File: config.mk
export PLATFORM = sky130hd
export DESIGN_NAME = serv_top
export DESIGN_NICKNAME = d
export VERILOG_FILES = /design/src/hw/serv_pkg.sv /design/src/hw/serv_exec_if.sv /design/src/hw/serv_top.sv /design/src/hw/serv_mem_if.sv /design/src/hw/serv_ctrl.sv /design/src/hw/serv_rf.sv /design/src/hw/serv_alu.sv /design/src/hw/serv_decode.sv /design/src/hw/serv_state.sv
export SDC_FILE = /design/constraint.sdc
export NUM_CORES = 2
export LEC_CHECK = 0
export ABC_AREA = 0
export BUFFER_PORTS_ARGS = -buffer_cell sky130_fd_sc_hd__buf_2
export CORE_UTILIZATION = 44
export DETAILED_ROUTE_END_ITERATION = 10
export HOLD_SLACK_MARGIN = 0.1
export RECOVER_POWER = 100
export SLEW_MARGIN = 0
export SYNTH_ARGS = -nofsm -noshare
export SYNTH_HDL_FRONTEND = slang
export SYNTH_SLANG_ARGS = --single-unit
File: constraint.sdc
create_clock -name i_clk -period 87.7 [get_ports i_clk]
set_input_delay 13.155 -clock i_clk [delete_from_list [all_inputs] [get_ports i_clk]]
set_output_delay 13.155 -clock i_clk [all_outputs]
set_load 0.01 [all_outputs]
File: src/hw/serv_pkg.sv
`default_nettype none

package serv_pkg;

   localparam int XLEN   = 32;
   localparam int REG_AW = 5;
   localparam int CNT_W  = 5;

   // RV32I major opcodes in the supported subset
   typedef enum logic [6:0] {
      OPC_OPIMM = 7'b0010011,
      OPC_STORE = 7'b0100011,
      OPC_OP    = 7'b0110011
   } opcode_e;

   typedef enum logic [2:0] {
      ALU_ADD = 3'd0,
      ALU_SUB = 3'd1,
      ALU_AND = 3'd2,
      ALU_OR  = 3'd3,
      ALU_XOR = 3'd4
   } alu_op_e;

   typedef enum logic [1:0] {
      ST_FETCH = 2'd0,
      ST_EXEC  = 2'd1,
      ST_STORE = 2'd2
   } state_e;

endpackage

`default_nettype wire
File: src/hw/serv_exec_if.sv
`timescale 1ns/1ps
`default_nettype none

interface serv_exec_if;
   import serv_pkg::*;

   logic             cnt_en;
   logic [CNT_W-1:0] cnt;
   logic             cnt_done;
   alu_op_e          alu_op;
   logic             op_b_imm;
   logic             imm_bit;
   logic             rd_wen;
   logic             is_store;
   logic             alu_rd;

   modport state  (output cnt_en, cnt, cnt_done, input is_store);
   modport decode (input cnt_en, output alu_op, op_b_imm, imm_bit, rd_wen, is_store);
   modport alu    (input cnt_en, cnt, alu_op, op_b_imm, imm_bit, output alu_rd);
   modport mem    (input cnt_en, cnt, imm_bit, is_store);

endinterface

`default_nettype wire

File: src/hw/serv_top.sv
`timescale 1ns/1ps
`default_nettype none

module serv_top #(
   parameter logic [serv_pkg::XLEN-1:0] RESET_PC = '0
) (
   input  logic                      i_clk,
   input  logic                      i_rst,
   output logic                      o_ibus_cyc,
   output logic [serv_pkg::XLEN-1:0] o_ibus_adr,
   input  logic [serv_pkg::XLEN-1:0] i_ibus_rdt,
   input  logic                      i_ibus_ack,
   output logic                      o_dbus_cyc,
   output logic                      o_dbus_we,
   output logic [serv_pkg::XLEN-1:0] o_dbus_adr,
   output logic [serv_pkg::XLEN-1:0] o_dbus_dat,
   output logic [3:0]                o_dbus_sel,
   input  logic                      i_dbus_ack
);
   import serv_pkg::*;

   logic [REG_AW-1:0] rs1_addr;
   logic [REG_AW-1:0] rs2_addr;
   logic [REG_AW-1:0] rd_addr;
   logic              rs1_bit;
   logic              rs2_bit;

   serv_exec_if exec_i ();

   serv_state state_i (
      .i_clk      (i_clk),
      .i_rst      (i_rst),
      .i_ibus_ack (i_ibus_ack),
      .i_dbus_ack (i_dbus_ack),
      .o_ibus_cyc (o_ibus_cyc),
      .o_dbus_cyc (o_dbus_cyc),
      .exec       (exec_i.state)
   );

   serv_decode decode_i (
      .i_clk      (i_clk),
      .i_rst      (i_rst),
      .i_ibus_ack (i_ibus_ack),
      .i_ibus_rdt (i_ibus_rdt),
      .o_rs1_addr (rs1_addr),
      .o_rs2_addr (rs2_addr),
      .o_rd_addr  (rd_addr),
      .exec       (exec_i.decode)
   );

   serv_alu alu_i (
      .i_clk     (i_clk),
      .i_rs1_bit (rs1_bit),
      .i_rs2_bit (rs2_bit),
      .exec      (exec_i.alu)
   );

   serv_rf rf_i (
      .i_clk      (i_clk),
      .i_rs1_addr (rs1_addr),
      .i_rs2_addr (rs2_addr),
      .i_rd_addr  (rd_addr),
      .i_wen      (exec_i.rd_wen),
      .i_wbit     (exec_i.alu_rd),
      .o_rs1_bit  (rs1_bit),
      .o_rs2_bit  (rs2_bit),
      .exec       (exec_i.alu)
   );

   serv_ctrl #(
      .RESET_PC (RESET_PC)
   ) ctrl_i (
      .i_clk   (i_clk),
      .i_rst   (i_rst),
      .i_pc_en (exec_i.cnt_en),
      .o_pc    (o_ibus_adr)
   );

   serv_mem_if mem_if_i (
      .i_clk      (i_clk),
      .i_rs1_bit  (rs1_bit),
      .i_rs2_bit  (rs2_bit),
      .o_dbus_adr (o_dbus_adr),
      .o_dbus_dat (o_dbus_dat),
      .o_dbus_sel (o_dbus_sel),
      .o_dbus_we  (o_dbus_we),
      .exec       (exec_i.mem)
   );

endmodule

`default_nettype wire

File: src/hw/serv_mem_if.sv
`timescale 1ns/1ps
`default_nettype none

module serv_mem_if (
   input  logic                      i_clk,
   input  logic                      i_rs1_bit,
   input  logic                      i_rs2_bit,
   output logic [serv_pkg::XLEN-1:0] o_dbus_adr,
   output logic [serv_pkg::XLEN-1:0] o_dbus_dat,
   output logic [3:0]                o_dbus_sel,
   output logic                      o_dbus_we,
   serv_exec_if.mem                  exec
);
   import serv_pkg::*;

   logic [XLEN-1:0] adr_sr;
   logic [XLEN-1:0] dat_sr;
   logic            carry_q;
   logic            cin;
   logic            adr_bit;

   // rs1 + offset
   assign cin     = (exec.cnt == '0) ? 1'b0 : carry_q;
   assign adr_bit = i_rs1_bit ^ exec.imm_bit ^ cin;

   always_ff @(posedge i_clk) begin
      if (exec.cnt_en && exec.is_store) begin
         carry_q <= (i_rs1_bit & exec.imm_bit) | (cin & (i_rs1_bit ^ exec.imm_bit));
         adr_sr  <= {adr_bit, adr_sr[XLEN-1:1]};
         dat_sr  <= {i_rs2_bit, dat_sr[XLEN-1:1]};
      end
   end

   // Word stores only
   assign o_dbus_adr = {adr_sr[XLEN-1:2], 2'b00};
   assign o_dbus_dat = dat_sr;
   assign o_dbus_sel = 4'b1111;
   assign o_dbus_we  = 1'b1;

endmodule

`default_nettype wire

File: src/hw/serv_ctrl.sv
`timescale 1ns/1ps
`default_nettype none

module serv_ctrl #(
   parameter logic [serv_pkg::XLEN-1:0] RESET_PC = '0
) (
   input  logic                      i_clk,
   input  logic                      i_rst,
   input  logic                      i_pc_en,
   output logic [serv_pkg::XLEN-1:0] o_pc
);
   import serv_pkg::*;

   logic [2:0] inc_sr;
   logic       inc_bit;
   logic       pc_bit;
   logic       carry_q;

   // The 4 enters at bit 2
   assign inc_bit = inc_sr[0];
   assign pc_bit  = o_pc[0] ^ inc_bit ^ carry_q;

   // PC rotates once per instruction, new value is whole after the last bit
   always_ff @(posedge i_clk) begin
      if (i_rst) begin
         o_pc    <= RESET_PC;
         inc_sr  <= 3'b100;
         carry_q <= 1'b0;
      end else if (i_pc_en) begin
         o_pc    <= {pc_bit, o_pc[XLEN-1:1]};
         inc_sr  <= {1'b0, inc_sr[2:1]};
         carry_q <= (o_pc[0] & inc_bit) | (carry_q & (o_pc[0] ^ inc_bit));
      end else begin
         inc_sr  <= 3'b100;
         carry_q <= 1'b0;
      end
   end

endmodule

`default_nettype wire

File: src/hw/serv_rf.sv
`timescale 1ns/1ps
`default_nettype none

module serv_rf (
   input  logic                        i_clk,
   input  logic [serv_pkg::REG_AW-1:0] i_rs1_addr,
   input  logic [serv_pkg::REG_AW-1:0] i_rs2_addr,
   input  logic [serv_pkg::REG_AW-1:0] i_rd_addr,
   input  logic                        i_wen,
   input  logic                        i_wbit,
   output logic                        o_rs1_bit,
   output logic                        o_rs2_bit,
   serv_exec_if.alu                    exec
);
   import serv_pkg::*;

   logic [XLEN-1:0] regs [0:(1<<REG_AW)-1];

   // Read sees the old bit when rd equals rs1 or rs2
   assign o_rs1_bit = (i_rs1_addr == '0) ? 1'b0 : regs[i_rs1_addr][exec.cnt];
   assign o_rs2_bit = (i_rs2_addr == '0) ? 1'b0 : regs[i_rs2_addr][exec.cnt];

   always_ff @(posedge i_clk) begin
      if (exec.cnt_en && i_wen && (i_rd_addr != '0)) begin
         regs[i_rd_addr][exec.cnt] <= i_wbit;
      end
   end

endmodule

`default_nettype wire

File: src/hw/serv_alu.sv
`timescale 1ns/1ps
`default_nettype none

module serv_alu (
   input  logic     i_clk,
   input  logic     i_rs1_bit,
   input  logic     i_rs2_bit,
   serv_exec_if.alu exec
);
   import serv_pkg::*;

   logic op_b;
   logic sub;
   logic b_add;
   logic cin;
   logic carry_q;

   assign op_b  = exec.op_b_imm ? exec.imm_bit : i_rs2_bit;
   assign sub   = (exec.alu_op == ALU_SUB);
   // Two's complement subtract is invert plus carry in
   assign b_add = op_b ^ sub;
   assign cin   = (exec.cnt == '0) ? sub : carry_q;

   always_ff @(posedge i_clk) begin
      if (exec.cnt_en) begin
         carry_q <= (i_rs1_bit & b_add) | (cin & (i_rs1_bit ^ b_add));
      end
   end

   always_comb begin
      case (exec.alu_op)
         ALU_AND: exec.alu_rd = i_rs1_bit & op_b;
         ALU_OR:  exec.alu_rd = i_rs1_bit | op_b;
         ALU_XOR: exec.alu_rd = i_rs1_bit ^ op_b;
         default: exec.alu_rd = i_rs1_bit ^ b_add ^ cin;
      endcase
   end

endmodule

`default_nettype wire

File: src/hw/serv_decode.sv
`timescale 1ns/1ps
`default_nettype none

module serv_decode (
   input  logic                        i_clk,
   input  logic                        i_rst,
   input  logic                        i_ibus_ack,
   input  logic [serv_pkg::XLEN-1:0]   i_ibus_rdt,
   output logic [serv_pkg::REG_AW-1:0] o_rs1_addr,
   output logic [serv_pkg::REG_AW-1:0] o_rs2_addr,
   output logic [serv_pkg::REG_AW-1:0] o_rd_addr,
   serv_exec_if.decode                 exec
);
   import serv_pkg::*;

   logic [6:0]  opcode_q;
   logic [2:0]  funct3_q;
   logic        funct7_b5_q;
   logic [11:0] imm_sr;
   logic        op_rr;
   logic        op_imm;
   logic        funct3_ok;
   logic        fetch_ack;

   // A stray ack during execute leaves the instruction alone
   assign fetch_ack = i_ibus_ack && !exec.cnt_en;

   always_ff @(posedge i_clk) begin
      if (i_rst) begin
         opcode_q <= '0;
      end else if (fetch_ack) begin
         opcode_q <= i_ibus_rdt[6:0];
      end
   end

   always_ff @(posedge i_clk) begin
      if (fetch_ack) begin
         funct3_q    <= i_ibus_rdt[14:12];
         funct7_b5_q <= i_ibus_rdt[30];
         o_rd_addr   <= i_ibus_rdt[11:7];
         o_rs1_addr  <= i_ibus_rdt[19:15];
         o_rs2_addr  <= i_ibus_rdt[24:20];
      end
   end

   // S-type splits the immediate around rd
   always_ff @(posedge i_clk) begin
      if (fetch_ack) begin
         if (i_ibus_rdt[6:0] == OPC_STORE) begin
            imm_sr <= {i_ibus_rdt[31:25], i_ibus_rdt[11:7]};
         end else begin
            imm_sr <= i_ibus_rdt[31:20];
         end
      end else if (exec.cnt_en) begin
         // Sign bit refills from the top
         imm_sr <= {imm_sr[11], imm_sr[11:1]};
      end
   end

   assign op_rr  = (opcode_q == OPC_OP);
   assign op_imm = (opcode_q == OPC_OPIMM);

   // ADD/SUB, XOR, OR, AND
   assign funct3_ok = (funct3_q == 3'b000) || (funct3_q[2] && (funct3_q[1] || !funct3_q[0]));

   always_comb begin
      case (funct3_q)
         3'b100:  exec.alu_op = ALU_XOR;
         3'b110:  exec.alu_op = ALU_OR;
         3'b111:  exec.alu_op = ALU_AND;
         default: exec.alu_op = (op_rr && funct7_b5_q) ? ALU_SUB : ALU_ADD;
      endcase
   end

   assign exec.op_b_imm = op_imm;
   assign exec.imm_bit  = imm_sr[0];
   assign exec.rd_wen   = (op_rr || op_imm) && funct3_ok;
   // SW only
   assign exec.is_store = (opcode_q == OPC_STORE) && (funct3_q == 3'b010);

endmodule

`default_nettype wire

File: src/hw/serv_state.sv
`timescale 1ns/1ps
`default_nettype none

module serv_state (
   input  logic        i_clk,
   input  logic        i_rst,
   input  logic        i_ibus_ack,
   input  logic        i_dbus_ack,
   output logic        o_ibus_cyc,
   output logic        o_dbus_cyc,
   serv_exec_if.state  exec
);
   import serv_pkg::*;

   state_e           state_q;
   logic [CNT_W-1:0] cnt_q;

   always_ff @(posedge i_clk) begin
      if (i_rst) begin
         state_q <= ST_FETCH;
         cnt_q   <= '0;
      end else begin
         case (state_q)
            ST_FETCH: begin
               cnt_q <= '0;
               if (i_ibus_ack) begin
                  state_q <= ST_EXEC;
               end
            end
            ST_EXEC: begin
               // Wraps to zero after bit 31
               cnt_q <= cnt_q + CNT_W'(1);
               if (exec.cnt_done) begin
                  state_q <= exec.is_store ? ST_STORE : ST_FETCH;
               end
            end
            ST_STORE: begin
               if (i_dbus_ack) begin
                  state_q <= ST_FETCH;
               end
            end
            default: state_q <= ST_FETCH;
         endcase
      end
   end

   assign exec.cnt_en   = (state_q == ST_EXEC);
   assign exec.cnt      = cnt_q;
   assign exec.cnt_done = exec.cnt_en && (cnt_q == '1);

   assign o_ibus_cyc = (state_q == ST_FETCH);
   assign o_dbus_cyc = (state_q == ST_STORE);

   // cyc holds until ack
   assert property (@(posedge i_clk) disable iff (i_rst)
                    o_ibus_cyc && !i_ibus_ack |=> o_ibus_cyc)
      else $error("Instruction bus cycle dropped before ack");

   assert property (@(posedge i_clk) disable iff (i_rst)
                    o_dbus_cyc && !i_dbus_ack |=> o_dbus_cyc)
      else $error("Data bus cycle dropped before ack");

   assert property (@(posedge i_clk) disable iff (i_rst)
                    $rose(exec.cnt_en) |-> exec.cnt == '0)
      else $error("Execute did not start at bit 0");

endmodule

`default_nettype wire

==> flow_summary.toml <==
[drt]
drt_wl_total_um = 176000
highest_layer = "met5"
met2_length_um = 80700
wl_met1_um = 70100
wl_per_cell_um = 30.4
drtIter0Drc = 5139
drc = 0
vias = 37100
drtAntennaViolNets = 0
wl_met3_um = 18600
drt-vias-per-instance = 6.40
drt_pass1_iterations = 7

[layout]
diodes = 0
area_delta_synth_final_pct = 9.73
layout.nets = 3996
nFillCells = 11300
register_area_um2 = 34800
drive_gt1_frac = 0.212
final_util = 0.489
multi_input_area_um2 = 21500

[floorplanning]
die_area_um2 = 134000
ios = 139
die_w_um = 365
placementRows = 132
dieHeight_um = 365
coreArea_um2 = 130000
start_util = 0.446

[clock_tree]
cts_made_buffers = 130
cts_root_buf = "clkbuf_16"
clock_sinks = 1179
post-cts-setup-buffers = 0
insertion_delay_ps = 780
h-tree-depth = 4
clock_path_buffers = 3
cts-resized-gates = 0
tritoncts = "built"
ctsHoldBuffers = 0
clk_pin_slew_worst_paths_ps = 60

[setup_path]
reg2regPathDepth = 18
crit_family = "buffers and inverters"
cp.arrival_ps = 30640
cp-endpoint = "rf_i.regs[15][26]"
critPathMostFrequentCell = "clkbuf_1"
crit_type = "reg -> reg"
path_depth = 18
reg2reg_to = "rf_i.regs[15][26]"
timing.critical_path.buf_inv = 6
crit_path_max_incr_delay_ps = 6960
path_cells = "clkbuf_1 > clkbuf_1 > nor2b_1 > a221o_1 > a21oi_1 > o41a_1 > a221o_1 > o311ai_0 > nor4_1 > a21oi_1 > xor2_1 > mux2i_1 > fa_1 > a21oi_4 > clkbuf_1 > clkbuf_1 > clkbuf_1 > clkbuf_1"
cp-end-kind = "register"
cp_slowest_cell = "clkbuf_1"
cp_max_fo = 264
start_kind = "register"
reg2reg_slack_ps = 56180
worstPathRequired_ps = 86820

[yosys]
ys_warn_count = 0
async_reset_ff_frac = 0
yosysTopAreaCell = "edfxtp_1"
synth_seq_cells = 1179
synth_edf_count = 1119
ys.flop_type = "edfxtp_1"
netlist_instances = 3963
avgSynthCellArea_um2 = 14.7
synth_area_um2 = 58100
yosysSeqAreaShare = 0.599
synthTopCellsByArea = "edfxtp_1 (58%), mux4_2 (20%), nor2_1 (6.7%)"
ys_types = 73
synth.top_cell.area_share = 0.578

[sta]
setup_ws_ps = 56180
post-route-period-util = 0.359
finalClockSkew_ps = 36.0
finalSetupViolCount = 0
rsz0062_at_grt = "false"
slew_violations = 1524
slew_headroom = -5.51
setup_tns_ps = 0
fmax_mhz = 31.7
finalCriticalPeriod_ps = 31520
worst_pin_slew_ps = 9760
hold_violations = 0

[pwr]
power_density_nw_per_um2 = 22.3
power_leakage_nw = 19.0
ir_worst_vdd_mv = 0.0188

[worst_hold_path]
min_path_type = "reg -> reg"
hold_path_depth = 2

[placed_design]
post-place-ws_ps = 72290
port_buffers = 131
place_congestion = 0.835
hpwl_um = 96400

[global_route]
antenna_found_initial = 5
grt_pass1_wl_um = 253000
grt_usage = 0.265
gr-total-overflow = 0
grt_max_degree = 265
grt_pass1_vias = 36200

[flow_run]
cap_violations = 19

[outcome]
violations = "max-capacitance violations, max-slew violations"
status = "finished, violations left"
[metrics by stage]
stage	area [um2]	power, mW	hold slack, ps	cells
after floorplan	58300	0.916	394	4000
after global placement	60000	0.873	400	5560
after detailed placement	60000	0.874	403	5560
after CTS	64000	1.40	412	5789
after global routing	63800	1.46	441	5789
final	63800	1.42	409	5789
[cell usage in the layout (no fill, tap or decap), types with 8 or more instances in the layout]
cell,count
mux4_1,14
nor2_1,1033
a21oi_1,72
o21ai_0,20
mux2i_1,118
conb_1,39
a211oi_1,17
clkbuf_1,161
clkinv_2,14
nor2b_1,28
a22oi_1,76
nand3_1,29
and2_1,12
buf_2,16
dfxtp_1,50
buf_4,71
nand4_1,11
o22ai_1,9
nor3b_1,8
nand2_1,221
clkinv_1,27
nand2_2,30
edfxtp_1,1119
mux2_2,13
mux4_2,528
clkbuf_16,137
inv_1,13
nor3_1,11
[power by group]
| group | internal, mW | switching (mW) | leakage, nW |
|---|---|---|---|
| combinational | 0.0640 | 0.119 | 6.47 |
| sequential | 0.696 | 0.00713 | 10.6 |
| clock | 0.307 | 0.225 | 1.96 |
| total | 1.07 | 0.352 | 19.0 |
[final cells by class]
cell class / count / share of cell area
Inverter: 15 / 0.000883
Clock buffer: 172 / 0.0563
Tap cell: 1742 / 0.0342
Timing Repair Buffer: 220 / 0.0185
Multi-Input combinational cell: 2404 / 0.337
Clock inverter: 57 / 0.00718
Sequential cell: 1179 / 0.546
[kinds of logic after synthesis]
kind of cell	count (synthesis)	synth area share
mux	677	0.236
compound gates	254	0.0295
xor+xnor	1	0.000151
flops	1179	0.599
other cells	2	0.000129
simple gates	1423	0.0977
fa+ha+maj	10	0.00254
buf+inv	417	0.0356
[cells in the mapped netlist, drive strengths merged (7+ instances only)]
cell type,n
nand3,29
clkbuf,261
nand2,252
mux2i,118
buf,141
nor2b,30
mux4,546
mux2,13
nor2,1035
a22oi,76
edfxtp,1119
nand4,11
dfxtp,60
inv,14
o22ai,9
a21oi,73
o21ai,23
ha,7
a211oi,17
nor3,11
nand2b,7
and2,16
a221oi,7
nor3b,8
and3,7
[worst min-delay path, delay by kind of cell, from the launching register on]
family,cells,cell delay [ps]
buffers and inverters,1,40
DFF,1,300
and+or+nand+nor,1,30
[how the worst min path moves through the flow]
stage / startpoint / endpoint / slack [ps]
final: ctrl_i.inc_sr[1] / ctrl_i.inc_sr[0] / 410
after global routing: ctrl_i.inc_sr[1] / ctrl_i.inc_sr[0] / 440
after CTS: ctrl_i.inc_sr[1] / ctrl_i.inc_sr[0] / 410
after detailed placement: ctrl_i.inc_sr[1] / ctrl_i.inc_sr[0] / 400
after global placement: ctrl_i.inc_sr[2] / ctrl_i.inc_sr[1] / 400
after floorplan: ctrl_i.inc_sr[1] / ctrl_i.inc_sr[0] / 390
[sequential cells by signal, indices dropped and copies added (netlist names), 2 cells and up, named ones only]
name / count
decode_i.funct3_q: 3
decode_i.opcode_q: 7
mem_if_i.o_dbus_dat: 32
decode_i.o_rs1_addr: 5
decode_i.imm_sr: 12
decode_i.o_rs2_addr: 5
mem_if_i.adr_sr: 30
rf_i.regs: 1024
ctrl_i.inc_sr: 3
ctrl_i.o_pc: 32
decode_i.o_rd_addr: 5
state_i.exec.cnt: 5
state_i.state_q: 2
[routing by layer]
| metal | track usage | vias to the layer above |
|---|---|---|
| met4 | 0.0994 | 2 |
| met2 | 0.404 | 2113 |
| met1 | 0.380 | 19600 |
| li1 | - | 15000 |
| met5 | 0 | - |
| met3 | 0.0488 | 326 |
No activity file was read; power rests on OpenSTA's default activity.
